==> src/core_consts.svh <==
/*
 * core constants
 * bridge register map, field widths, reset stretch length and
 * video status word layout for the console core top level
 */

`ifndef CORE_CONSTS_SVH
`define CORE_CONSTS_SVH

// bridge register map, word addresses
`define CORE_ADDR_RESET          32'h0000_0050
`define CORE_ADDR_HIDE_OVERSCAN  32'h0000_0200
`define CORE_ADDR_MASK_EDGES     32'h0000_0204
`define CORE_ADDR_EXTRA_SPRITES  32'h0000_0208
`define CORE_ADDR_PALETTE        32'h0000_020C
`define CORE_ADDR_VIDEO_4_3      32'h0000_0210
`define CORE_ADDR_MULTITAP       32'h0000_0300
`define CORE_ADDR_LIGHTGUN       32'h0000_0304
`define CORE_ADDR_AIM_SPEED      32'h0000_0308
`define CORE_ADDR_SWAP_CONT      32'h0000_030C

// option field widths
`define CORE_EDGE_MASK_W         2
`define CORE_PALETTE_W           3
`define CORE_AIM_SPEED_W         8
`define CORE_RGB_W               24

// core reset stays high this many cycles after a reset write
`define CORE_RESET_CYCLES        32'h0010_0000

// hsync pulse reload, lands 7 cycles behind the raw edge
`define CORE_HS_DELAY            3'd7

// status word bits shown on the first blank pixel of a line
`define CORE_SLOT_BIT_4_3        14
`define CORE_SLOT_BIT_OVERSCAN   13

`endif

==> src/core_pkg.sv <==
/*
 * core package
 * register select enum and the field types shared by the
 * settings block, the video path and the top level
 */

`include "core_consts.svh"

package core_pkg;

  // which option register a bridge write address points at
  typedef enum logic [3:0] {
    SEL_NONE,
    SEL_RESET,
    SEL_HIDE_OVERSCAN,
    SEL_MASK_EDGES,
    SEL_EXTRA_SPRITES,
    SEL_PALETTE,
    SEL_VIDEO_4_3,
    SEL_MULTITAP,
    SEL_LIGHTGUN,
    SEL_AIM_SPEED,
    SEL_SWAP_CONT
  } setting_sel_e;

  // palette index
  typedef logic [`CORE_PALETTE_W-1:0] palette_t;

  // edge masking mode
  typedef logic [`CORE_EDGE_MASK_W-1:0] edge_mask_t;

  // pixel colour, red in [23:16], green in [15:8], blue in [7:0]
  typedef logic [`CORE_RGB_W-1:0] rgb_t;

endpackage

==> src/core_ifs.sv <==
/*
 * core interfaces
 * option register bundle written by the bridge block, and the raw
 * video bundle coming out of the emulated console
 */

`include "core_consts.svh"

interface core_settings_if import core_pkg::*; ();

  logic                         hide_overscan;
  edge_mask_t                   mask_vid_edges;
  logic                         allow_extra_sprites;
  palette_t                     selected_palette;
  logic                         use_4_3_video;
  logic                         multitap_enabled;
  logic                         lightgun_enabled;
  logic [`CORE_AIM_SPEED_W-1:0] lightgun_dpad_aim_speed;
  logic                         swap_controllers;

  // register block side
  modport owner (
    output hide_overscan, mask_vid_edges, allow_extra_sprites, selected_palette,
    output use_4_3_video, multitap_enabled, lightgun_enabled,
    output lightgun_dpad_aim_speed, swap_controllers
  );

  // consumers of the options
  modport reader (
    input hide_overscan, mask_vid_edges, allow_extra_sprites, selected_palette,
    input use_4_3_video, multitap_enabled, lightgun_enabled,
    input lightgun_dpad_aim_speed, swap_controllers
  );

endinterface

interface core_video_if import core_pkg::*; ();

  logic h_blank;
  logic v_blank;
  logic hsync;
  logic vsync;
  rgb_t rgb;

  modport source (output h_blank, v_blank, hsync, vsync, rgb);
  modport sink   (input  h_blank, v_blank, hsync, vsync, rgb);

endinterface

==> src/bridge_settings.sv <==
/*
 * bridge settings
 * decodes single-cycle bridge writes into the core option registers
 * and stretches a reset write into a long core reset
 */

`include "core_consts.svh"

module bridge_settings import core_pkg::*; (
  input  logic           clk_74a,
  input  logic           pll_core_locked,
  input  logic [31:0]    bridge_addr,
  input  logic           bridge_wr,
  input  logic [31:0]    bridge_wr_data,
  core_settings_if.owner settings,
  output logic           core_reset
);

  setting_sel_e sel;
  logic [31:0]  reset_count;

  ////////////////////////////////////////
  // address decode

  always_comb begin
    case (bridge_addr)
      `CORE_ADDR_RESET:         sel = SEL_RESET;
      `CORE_ADDR_HIDE_OVERSCAN: sel = SEL_HIDE_OVERSCAN;
      `CORE_ADDR_MASK_EDGES:    sel = SEL_MASK_EDGES;
      `CORE_ADDR_EXTRA_SPRITES: sel = SEL_EXTRA_SPRITES;
      `CORE_ADDR_PALETTE:       sel = SEL_PALETTE;
      `CORE_ADDR_VIDEO_4_3:     sel = SEL_VIDEO_4_3;
      `CORE_ADDR_MULTITAP:      sel = SEL_MULTITAP;
      `CORE_ADDR_LIGHTGUN:      sel = SEL_LIGHTGUN;
      `CORE_ADDR_AIM_SPEED:     sel = SEL_AIM_SPEED;
      `CORE_ADDR_SWAP_CONT:     sel = SEL_SWAP_CONT;
      default:                  sel = SEL_NONE;
    endcase
  end

  ////////////////////////////////////////
  // option registers

  // each register keeps only its own low field of the write data
  always_ff @(posedge clk_74a or negedge pll_core_locked) begin
    if (!pll_core_locked) begin
      settings.hide_overscan           <= 1'b0;
      settings.mask_vid_edges          <= '0;
      settings.allow_extra_sprites     <= 1'b0;
      settings.selected_palette        <= '0;
      settings.use_4_3_video           <= 1'b0;
      settings.multitap_enabled        <= 1'b0;
      settings.lightgun_enabled        <= 1'b0;
      settings.lightgun_dpad_aim_speed <= '0;
      settings.swap_controllers        <= 1'b0;
    end else if (bridge_wr) begin
      case (sel)
        SEL_HIDE_OVERSCAN: settings.hide_overscan <= bridge_wr_data[0];
        SEL_MASK_EDGES:
          settings.mask_vid_edges <= bridge_wr_data[`CORE_EDGE_MASK_W-1:0];
        SEL_EXTRA_SPRITES: settings.allow_extra_sprites <= bridge_wr_data[0];
        SEL_PALETTE:
          settings.selected_palette <= bridge_wr_data[`CORE_PALETTE_W-1:0];
        SEL_VIDEO_4_3:     settings.use_4_3_video <= bridge_wr_data[0];
        SEL_MULTITAP:      settings.multitap_enabled <= bridge_wr_data[0];
        SEL_LIGHTGUN:      settings.lightgun_enabled <= bridge_wr_data[0];
        SEL_AIM_SPEED:
          settings.lightgun_dpad_aim_speed <= bridge_wr_data[`CORE_AIM_SPEED_W-1:0];
        SEL_SWAP_CONT:     settings.swap_controllers <= bridge_wr_data[0];
        default: ;
      endcase
    end
  end

  ////////////////////////////////////////
  // reset countdown

  // a reset write reloads the count, also in the middle of a countdown
  always_ff @(posedge clk_74a or negedge pll_core_locked) begin
    if (!pll_core_locked) begin
      reset_count <= '0;
    end else if (bridge_wr && sel == SEL_RESET) begin
      reset_count <= `CORE_RESET_CYCLES;
    end else if (reset_count != '0) begin
      reset_count <= reset_count - 32'd1;
    end
  end

  // high from the write edge for exactly CORE_RESET_CYCLES cycles
  assign core_reset = (reset_count != '0);

endmodule

==> src/video_sync_shaper.sv <==
/*
 * video sync shaper
 * turns raw hsync and vsync levels into single-cycle pulses,
 * with hsync pushed behind its edge to keep clear of vsync
 */

`include "core_consts.svh"

module video_sync_shaper (
  input  logic        clk_74a,
  input  logic        pll_core_locked,
  core_video_if.sink  raw,
  output logic        video_hs,
  output logic        video_vs
);

  logic       hs_prev;
  logic       vs_prev;
  logic [2:0] hs_delay;
  logic       hs_rise;
  logic       vs_rise;

  // rising edges of the raw syncs
  assign hs_rise = raw.hsync & ~hs_prev;
  assign vs_rise = raw.vsync & ~vs_prev;

  always_ff @(posedge clk_74a or negedge pll_core_locked) begin
    if (!pll_core_locked) begin
      hs_prev <= 1'b0;
      vs_prev <= 1'b0;
    end else begin
      hs_prev <= raw.hsync;
      vs_prev <= raw.vsync;
    end
  end

  ////////////////////////////////////////
  // horizontal pulse

  // reload on each edge, pulse fires as the count passes 1
  always_ff @(posedge clk_74a or negedge pll_core_locked) begin
    if (!pll_core_locked) begin
      hs_delay <= '0;
      video_hs <= 1'b0;
    end else begin
      video_hs <= (hs_delay == 3'd1);
      if (hs_rise) begin
        hs_delay <= `CORE_HS_DELAY;
      end else if (hs_delay != '0) begin
        hs_delay <= hs_delay - 3'd1;
      end
    end
  end

  ////////////////////////////////////////
  // vertical pulse, right on the edge

  always_ff @(posedge clk_74a or negedge pll_core_locked) begin
    if (!pll_core_locked) begin
      video_vs <= 1'b0;
    end else begin
      video_vs <= vs_rise;
    end
  end

endmodule

==> src/video_pixel_path.sv <==
/*
 * video pixel path
 * registers data-enable and colour for the scaler and puts the
 * status word on the first blank pixel after each active stretch
 */

`include "core_consts.svh"

module video_pixel_path import core_pkg::*; (
  input  logic            clk_74a,
  input  logic            pll_core_locked,
  core_video_if.sink      raw,
  core_settings_if.reader settings,
  output logic            video_de,
  output rgb_t            video_rgb
);

  logic de;
  logic de_prev;
  rgb_t slot_word;
  rgb_t rgb_next;

  // active pixel when neither blank is set
  assign de = ~(raw.h_blank | raw.v_blank);

  // status word, only the two video flags are set
  always_comb begin
    slot_word                          = '0;
    slot_word[`CORE_SLOT_BIT_4_3]      = settings.use_4_3_video;
    slot_word[`CORE_SLOT_BIT_OVERSCAN] = settings.hide_overscan;
  end

  // pixel, then status word on the falling de edge, else black
  always_comb begin
    if (de) begin
      rgb_next = raw.rgb;
    end else if (de_prev) begin
      rgb_next = slot_word;
    end else begin
      rgb_next = '0;
    end
  end

  ////////////////////////////////////////
  // output registers

  always_ff @(posedge clk_74a or negedge pll_core_locked) begin
    if (!pll_core_locked) begin
      de_prev   <= 1'b0;
      video_de  <= 1'b0;
      video_rgb <= '0;
    end else begin
      de_prev   <= de;
      video_de  <= de;
      video_rgb <= rgb_next;
    end
  end

endmodule

==> src/core_top.sv <==
/*
 * core top level
 * bridge option registers, core reset stretch and scaler video
 * output, all running on the 74.25 MHz bridge clock
 */

`include "core_consts.svh"

module core_top import core_pkg::*; (
  input  logic                         clk_74a,
  input  logic                         pll_core_locked,

  // bridge bus, writes only
  input  logic [31:0]                  bridge_addr,
  input  logic                         bridge_wr,
  input  logic [31:0]                  bridge_wr_data,

  // raw video from the console
  input  logic                         h_blank,
  input  logic                         v_blank,
  input  logic                         hsync_in,
  input  logic                         vsync_in,
  input  rgb_t                         rgb_in,

  // scaler video
  output logic                         video_de,
  output logic                         video_hs,
  output logic                         video_vs,
  output rgb_t                         video_rgb,

  // to the console core
  output logic                         core_reset,
  output logic                         hide_overscan,
  output edge_mask_t                   mask_vid_edges,
  output logic                         allow_extra_sprites,
  output palette_t                     selected_palette,
  output logic                         use_4_3_video,
  output logic                         multitap_enabled,
  output logic                         lightgun_enabled,
  output logic [`CORE_AIM_SPEED_W-1:0] lightgun_dpad_aim_speed,
  output logic                         swap_controllers
);

  core_settings_if settings_if ();
  core_video_if    raw_video ();

  ////////////////////////////////////////
  // raw video in

  assign raw_video.h_blank = h_blank;
  assign raw_video.v_blank = v_blank;
  assign raw_video.hsync   = hsync_in;
  assign raw_video.vsync   = vsync_in;
  assign raw_video.rgb     = rgb_in;

  ////////////////////////////////////////
  // options out to the core

  assign hide_overscan           = settings_if.hide_overscan;
  assign mask_vid_edges          = settings_if.mask_vid_edges;
  assign allow_extra_sprites     = settings_if.allow_extra_sprites;
  assign selected_palette        = settings_if.selected_palette;
  assign use_4_3_video           = settings_if.use_4_3_video;
  assign multitap_enabled        = settings_if.multitap_enabled;
  assign lightgun_enabled        = settings_if.lightgun_enabled;
  assign lightgun_dpad_aim_speed = settings_if.lightgun_dpad_aim_speed;
  assign swap_controllers        = settings_if.swap_controllers;

  ////////////////////////////////////////
  // blocks

  bridge_settings u_bridge_settings (
    .clk_74a         (clk_74a),
    .pll_core_locked (pll_core_locked),
    .bridge_addr     (bridge_addr),
    .bridge_wr       (bridge_wr),
    .bridge_wr_data  (bridge_wr_data),
    .settings        (settings_if.owner),
    .core_reset      (core_reset)
  );

  video_sync_shaper u_video_sync_shaper (
    .clk_74a         (clk_74a),
    .pll_core_locked (pll_core_locked),
    .raw             (raw_video.sink),
    .video_hs        (video_hs),
    .video_vs        (video_vs)
  );

  video_pixel_path u_video_pixel_path (
    .clk_74a         (clk_74a),
    .pll_core_locked (pll_core_locked),
    .raw             (raw_video.sink),
    .settings        (settings_if.reader),
    .video_de        (video_de),
    .video_rgb       (video_rgb)
  );

endmodule

==> config.mk <==
export PLATFORM = sky130hd
export DESIGN_NAME = core_top
export DESIGN_NICKNAME = d
export VERILOG_FILES = /design/src/core_pkg.sv /design/src/core_ifs.sv /design/src/bridge_settings.sv /design/src/video_sync_shaper.sv /design/src/video_pixel_path.sv /design/src/core_top.sv
export VERILOG_INCLUDE_DIRS = /design/src
export SDC_FILE = /design/constraint.sdc
export NUM_CORES = 1
export LEC_CHECK = 0
export ABC_AREA = 1
export ABC_CLOCK_PERIOD_IN_PS = 2550
export BUFFER_PORTS_ARGS = -buffer_cell sky130_fd_sc_hd__buf_2
export CORE_MARGIN = 3
export CORE_UTILIZATION = 55
export DETAILED_ROUTE_END_ITERATION = 6
export PLACE_DENSITY = 0.85
export SLEW_MARGIN = 20
export SYNTH_ARGS = -nofsm -noshare
export SYNTH_HDL_FRONTEND = slang
export SYNTH_HIERARCHICAL = 1
export SYNTH_SLANG_ARGS = --single-unit
export TNS_END_PERCENT = 100
==> constraint.sdc <==
create_clock -name clk_74a -period 2.55 [get_ports clk_74a]
set_input_delay 0.51 -clock clk_74a [delete_from_list [all_inputs] [get_ports clk_74a]]
set_output_delay 0.51 -clock clk_74a [all_outputs]
set_load 0.01 [all_outputs]
==> results of run 1 <==
==> area by class of cell <==
type / count / area, µm² / share of cell area [%]
Inverter: 87 / 328 / 6.13
Multi-Input combinational cell: 404 / 1930 / 36.1
Sequential cell: 83 / 2080 / 38.8
Clock inverter: 7 / 133 / 2.48
Timing Repair Buffer: 121 / 631 / 11.8
Clock buffer: 9 / 124 / 2.31
Tap cell: 102 / 128 / 2.38
==> registers in the layout, indices dropped and copies added (netlist names) <==
| register | cells |
|---|---|
| u_bridge_settings/settings.mask_vid_edges | 2 |
| u_video_sync_shaper/hs_delay | 3 |
| u_bridge_settings/settings.lightgun_enabled | 1 |
| u_bridge_settings/settings.use_4_3_video | 1 |
| u_bridge_settings/reset_count | 32 |
| u_video_sync_shaper/vs_prev | 1 |
| u_bridge_settings/settings.swap_controllers | 1 |
| u_video_pixel_path/video_rgb | 24 |
| u_video_sync_shaper/video_hs | 1 |
| u_bridge_settings/settings.multitap_enabled | 1 |
| u_bridge_settings/settings.selected_palette | 3 |
| u_video_pixel_path/de_prev | 1 |
| u_video_sync_shaper/video_vs | 1 |
| u_bridge_settings/settings.lightgun_dpad_aim_speed | 8 |
| u_video_sync_shaper/hs_prev | 1 |
| u_bridge_settings/settings.hide_overscan | 1 |
| u_bridge_settings/settings.allow_extra_sprites | 1 |
==> per-stage QoR <==
| stage | cell area (µm²) | hold WS (ns) | power (mW) | util, % |
|---|---|---|---|---|
| final | 5350 | 0.100 | 2.86 | 68.9 |
| after global placement | 5090 | 0.380 | 1.67 | 65.6 |
| after detailed placement | 5090 | 0.389 | 1.69 | 65.6 |
| after floorplan | 4420 | 0.214 | 1.56 | - |
| after global routing | 5350 | 0.121 | 2.97 | 68.9 |
| after CTS | 5350 | 0.0984 | 2.88 | 68.9 |
==> power groups by stage <==
stage	Combinational [mW]	Sequential, mW	Clock, mW
final	0.291	1.38	1.19
after global routing	0.329	1.39	1.26
after CTS	0.292	1.38	1.21
after detailed placement	0.282	1.41	0
after global placement	0.265	1.40	0
after floorplan	0.142	1.41	0
==> layout by cell type (no fill, tap or decap), drive strengths merged, types with 7 or more instances in the layout <==
cell,netlist,routed
nand3,50,50
dfrtp,83,83
nand2,148,148
o21ai,8,8
xor2,7,7
clkbuf,2,9
o21bai,11,11
inv,86,88
nor2,140,140
buf,8,121
nand4,22,22
==> worst max path at each step <==
stage | to | slack (ns) | depth (start not counted)
finish | core_reset | 0.33 | 6
global route | core_reset | 0.15 | 6
CTS | core_reset | 0.31 | 6
detailed placement | register | 0.50 | 10
global placement | register | 0.55 | 10
floorplan | u_bridge_settings/reset_count[1] | 0.97 | 10
==> kinds of logic after synthesis <==
kind of cell / Yosys count / synth area share [%]
xor gates and xnor gates: 7 / 1.39
adders and majority gates: 5 / 1.41
DFF: 83 / 47.0
buffers and inverters: 97 / 9.36
AOI/OAI and AO/OA: 19 / 2.77
and+or+nand+nor: 373 / 38.1
==> per-layer routing <==
layer / global-route usage (%) / routed length, µm / vias up
li1: - / - / 2042
met1: 29.6 / 4390 / 1982
met2: 43.7 / 5620 / 136
met3: 4.58 / 590 / 22
met4: 8.89 / 184 / 0
met5: 0 / 0 / -
==> flow_metrics.py, run 1 <==
metrics = {
    "logic_synthesis": {
        "synth-async-reset-ratio_pct": 100,
        "ys_top_cells_by_count": "nand2_1 (146), nor2_1 (111), dfrtp_1 (83), inv_1 (83), nand3_1 (49)",
        "ys_warn_count": 6,
        "ys_seq_area_share_pct": 47.0,
        "syn_nets": 684,
        "post-synth-top-count-cell": "nand2_1",
        "synth.distinct_cells": 29,
        "synthFlopType": "dfrtp_1",
        "synth_top_area_share_pct": 47.0,
        "syn_area_mm2": 0.00442,
        "synth_area_leaders": "dfrtp_1 (47%), nand2_1 (12%), nor2_1 (9.4%)",
        "synth_cells": 584,
        "yosysTopAreaCell": "dfrtp_1",
        "syn_avg_cell_area_um2": 7.57,
        "synth_edf_count": 0,
        "ys_seq_elements": 83,
    },
    "routing": {
        "drtIter0Drc": 211,
        "ant_nets": 0,
        "wl_per_cell_um": 13.3,
        "drc_errors": 0,
        "vias_per_cell": 5.14,
        "vias": 4182,
        "totalWireLength_mm": 10.8,
        "drtPass1Iterations": 5,
    },
    "setup_path": {
        "crit_arrival_ns": 1.71,
        "regToRegEndpoint": "u_bridge_settings/reset_count[30]",
        "path_max_fanout": 5,
        "crit_family": "flip-flops",
        "worstSetupPathType": "reg2out",
        "crit_path_start": "u_bridge_settings/reset_count[0]",
        "worstSetupStartpointType": "register",
        "path_cells": "inv_1, ha_1, nand3_1, nor3_1, nand4_1, buf_2",
        "r2r_setup_slack_ns": 0.61,
        "critical_path_buf_inv_count": 2,
        "slowest_stage": "dfrtp_1",
        "endpoint_kind": "output pin",
        "reg2reg_from": "u_bridge_settings/reset_count[0]",
        "critPathMaxStageDelay_ns": 0.42,
        "reg2regPathDepth": 9,
        "crit_required_ns": 2.04,
    },
    "floorplanning": {
        "die-area_mm2": 0.00915,
        "initial_core_util_pct": 56.9,
        "die_h_um": 95.7,
        "core_area_mm2": 0.00777,
        "io_pins": 142,
        "num_rows": 32,
        "die_w_um": 95.7,
    },
    "global_route": {
        "grt_max_degree": 36,
        "grt_pass1_vias": 4101,
        "grt_usage_pct": 24.6,
        "overflow": 0,
        "antenna_found_initial": 0,
        "grt_pass1_wl_mm": 17.8,
    },
    "clock_network": {
        "cts_root_buf": "clkbuf_8",
        "postCtsSetupBuffers": 0,
        "postCtsHoldBufs": 0,
        "cts_max_path_buffers": 2,
        "cts-buffers-inserted": 9,
        "cts_tree": "done",
        "cts_resized": 0,
        "htree_levels": 3,
        "cts_sinks": 83,
        "clk_pin_slew_ns": 0.09,
        "clk_latency_ns": 0.36,
    },
    "worst_hold_path": {
        "min_path_type": "in2async",
    },
    "placement": {
        "place_hpwl_mm": 8.15,
        "place.gp.congestion": 0.892,
        "dp_slack_ns": 0.500,
        "placed_cells": 797,
        "io_buffers": 117,
    },
    "timing": {
        "timing.fmax_mhz": 450,
        "rsz0062_at_grt": "false",
        "tightest_slew_ns": 0.459,
        "hold_violations": 0,
        "finalSetupTns_ns": 0,
        "clock_skew_ns": 0.00715,
        "finalSetupViolCount": 0,
        "period_share_pct": 87.2,
        "layout_setup_ws_ns": 0.327,
        "slew_headroom_pct": 69.4,
        "period_needed_ns": 2.22,
        "maxSlewViolCount": 0,
    },
    "power": {
        "power.share.switching_pct": 25.4,
        "p_per_area_mw_per_mm2": 535,
        "seqPwrFrac_pct": 48.2,
        "p_sw_mw": 0.727,
        "clkPwrFrac_pct": 41.6,
        "leakage_nw": 3.42,
        "comb_power_share_pct": 10.2,
        "ir_drop_mv": 0.389,
        "p_int_mw": 2.14,
    },
    "cells_and_area": {
        "drive_above_1_share_pct": 25.5,
        "syn2layout_area_growth_pct": 21.0,
        "fillers": 638,
        "n_antenna_cell": 0,
        "layout.nets": 806,
        "instances_no_fill": 813,
    },
    "status": {
        "status": "completed",
    },
    "run": {
        "max_cap_viol_count": 0,
    },
}
(Power assumes the default switching activity.)
==> run 2: changes to the inputs <==
--- a/config.mk
+++ b/config.mk
@@ -8,11 +8,11 @@
 export LEC_CHECK = 0
 export ABC_AREA = 1
 export ABC_CLOCK_PERIOD_IN_PS = 2550
-export BUFFER_PORTS_ARGS = -buffer_cell sky130_fd_sc_hd__buf_2
 export CORE_MARGIN = 3
 export CORE_UTILIZATION = 55
 export DETAILED_ROUTE_END_ITERATION = 6
-export PLACE_DENSITY = 0.85
+export DONT_BUFFER_PORTS = 1
+export PLACE_DENSITY = 0.7
 export SLEW_MARGIN = 20
 export SYNTH_ARGS = -nofsm -noshare
 export SYNTH_HDL_FRONTEND = slang
==> run 2 against run 1 <==
Effect of this change:
- design area fell by 12%
- clock power fell by 18%
- non-clock buffer count fell by 118
- first-iteration DRC count fell by 22%
- core utilization fell by 8.3 points
- routed wire length fell by 11%
- critical path depth fell by 1
- die area did not move
- via count fell by 14%
- global-route usage fell by 2.5 points
==> flow_metrics.py, run 2 (same netlist as run 1, synthesis figures left out) <==
metrics = {
    "status": {
        "status": "completed",
    },
    "floorplanning": {
        "die-area_mm2": 0.00915,
        "core_area_mm2": 0.00777,
        "io_pins": 142,
        "num_rows": 32,
        "die_h_um": 95.7,
        "die_w_um": 95.7,
        "initial_core_util_pct": 56.9,
    },
    "clock_network": {
        "cts-buffers-inserted": 9,
        "cts_sinks": 83,
        "cts_max_path_buffers": 2,
        "clk_latency_ns": 0.35,
        "clk_pin_slew_ns": 0.09,
        "postCtsSetupBuffers": 0,
        "cts_resized": 0,
        "cts_root_buf": "clkbuf_8",
        "cts_tree": "done",
        "htree_levels": 3,
    },
    "timing": {
        "period_needed_ns": 2.14,
        "hold_violations": 0,
        "tightest_slew_ns": 0.436,
        "slew_headroom_pct": 70.9,
        "timing.fmax_mhz": 466,
        "holdWs_ns": 0.0462,
        "clock_skew_ns": 0.0102,
        "finalSetupTns_ns": 0,
        "period_share_pct": 84.1,
        "finalSetupViolCount": 0,
        "rsz0062_at_grt": "false",
        "maxSlewViolCount": 0,
    },
    "worst_hold_path": {
        "min_path_type": "in2async",
    },
    "cells_and_area": {
        "drive_above_1_share_pct": 10.5,
        "final_common_cell": "nand2_1",
        "top_regs": "u_bridge_settings/reset_count x32, u_video_pixel_path/video_rgb x24, u_bridge_settings/settings.lightgun_dpad_aim_speed x8",
        "regArea_mm2": 0.00208,
        "multiInputGateArea_mm2": 0.00193,
        "layout.nets": 688,
        "fillers": 716,
        "top_register": "u_bridge_settings/reset_count",
        "largest_reg_flops": 32,
        "syn2layout_area_growth_pct": 6.45,
        "instances_no_fill": 695,
        "final_cell_mix": "nand2_1 (146), nor2_1 (111), inv_1 (83), dfrtp_1 (83), nand3_1 (49)",
        "n_antenna_cell": 0,
    },
    "run": {
        "max_cap_viol_count": 0,
    },
    "power": {
        "p_per_area_mw_per_mm2": 542,
        "ir_drop_mv": 0.353,
        "leakage_nw": 2.85,
    },
    "setup_path": {
        "crit_required_ns": 2.04,
        "crit_arrival_ns": 1.63,
        "crit_path_start": "u_bridge_settings/reset_count[0]",
        "reg2reg_from": "u_bridge_settings/reset_count[0]",
        "worstSetupPathType": "reg2out",
        "r2r_setup_slack_ns": 0.54,
        "worstSetupStartpointType": "register",
        "regToRegEndpoint": "u_bridge_settings/reset_count[30]",
        "endpoint_kind": "output pin",
        "reg2regPathDepth": 9,
        "path_max_fanout": 5,
        "crit_end": "core_reset",
    },
    "global_route": {
        "grt_max_degree": 84,
        "overflow": 0,
        "grt_pass1_wl_mm": 15.7,
        "grt_usage_pct": 22.1,
        "antenna_found_initial": 0,
        "grt_pass1_vias": 3412,
    },
    "placement": {
        "io_buffers": 0,
        "placed_cells": 678,
        "place.gp.congestion": 0.870,
        "place_hpwl_mm": 7.00,
    },
    "routing": {
        "vias_per_cell": 5.20,
        "ant_nets": 0,
        "vias": 3613,
        "drc_errors": 0,
        "totalWireLength_mm": 9.58,
        "drtIter0Drc": 164,
        "drtPass1Iterations": 5,
        "wl_per_cell_um": 13.8,
    },
}
## run 2: per-layer routing
metal  vias to the layer above  GRT usage [%]  routed length [µm]
met2                        94           37.1                4820
met4                         0           7.46                 111
li1                       1809              -                   -
met1                      1701           27.9                4050
met3                         9           5.21                 592
met5                         -              0                   0
## run 2: power breakdown
group,internal [mW],switching [mW]
Clock,0.465,0.505
Sequential,1.36,0.0374
Combinational,0.0612,0.123
Total,1.88,0.666
## run 2: final cells by class
| type | instances | share of cell area, % |
|---|---|---|
| Multi-Input combinational cell | 404 | 41.0 |
| Clock inverter | 6 | 1.57 |
| Timing Repair Buffer | 3 | 0.904 |
| Tap cell | 102 | 2.71 |
| Clock buffer | 10 | 2.71 |
| Sequential cell | 83 | 44.1 |
| Inverter | 87 | 6.96 |
## run 2: how the worst min path moves through the flow
stage                                        end            start  slack [ns]
5_1_grt             u_video_sync_shaper/video_vs  pll_core_locked        0.05
6_report       u_bridge_settings/reset_count[30]  pll_core_locked        0.05
4_1_cts        u_bridge_settings/reset_count[15]  pll_core_locked        0.06
2_1_floorplan   u_bridge_settings/reset_count[0]  pll_core_locked        0.21
3_5_place_dp   u_bridge_settings/reset_count[28]  pll_core_locked        0.22
3_3_place_gp   u_bridge_settings/reset_count[28]  pll_core_locked        0.22
## run 2: metrics by stage
step,setup WS [ns],total power [mW],util [%],cell area [µm²]
floorplan,0.967,1.56,-,4420
global placement,0.647,1.56,57.7,4480
detailed placement,0.595,1.58,57.7,4480
CTS,0.391,2.58,60.6,4710
global route,0.279,2.69,60.6,4710
finish,0.406,2.55,60.6,4710
## run 2: timing repair
action,4_1_cts,5_1_grt
hold buffers,1,0
endpoints found under the setup margin,0,0
hold endpoints to repair,83,0
## run 2: worst max-delay path: stages, from the launching register on
cell	delay (ns)
dfrtp_1	0.42
inv_1	0.15
ha_1	0.24
nand3_1	0.10
nor3_1	0.19
nand4_1	0.19
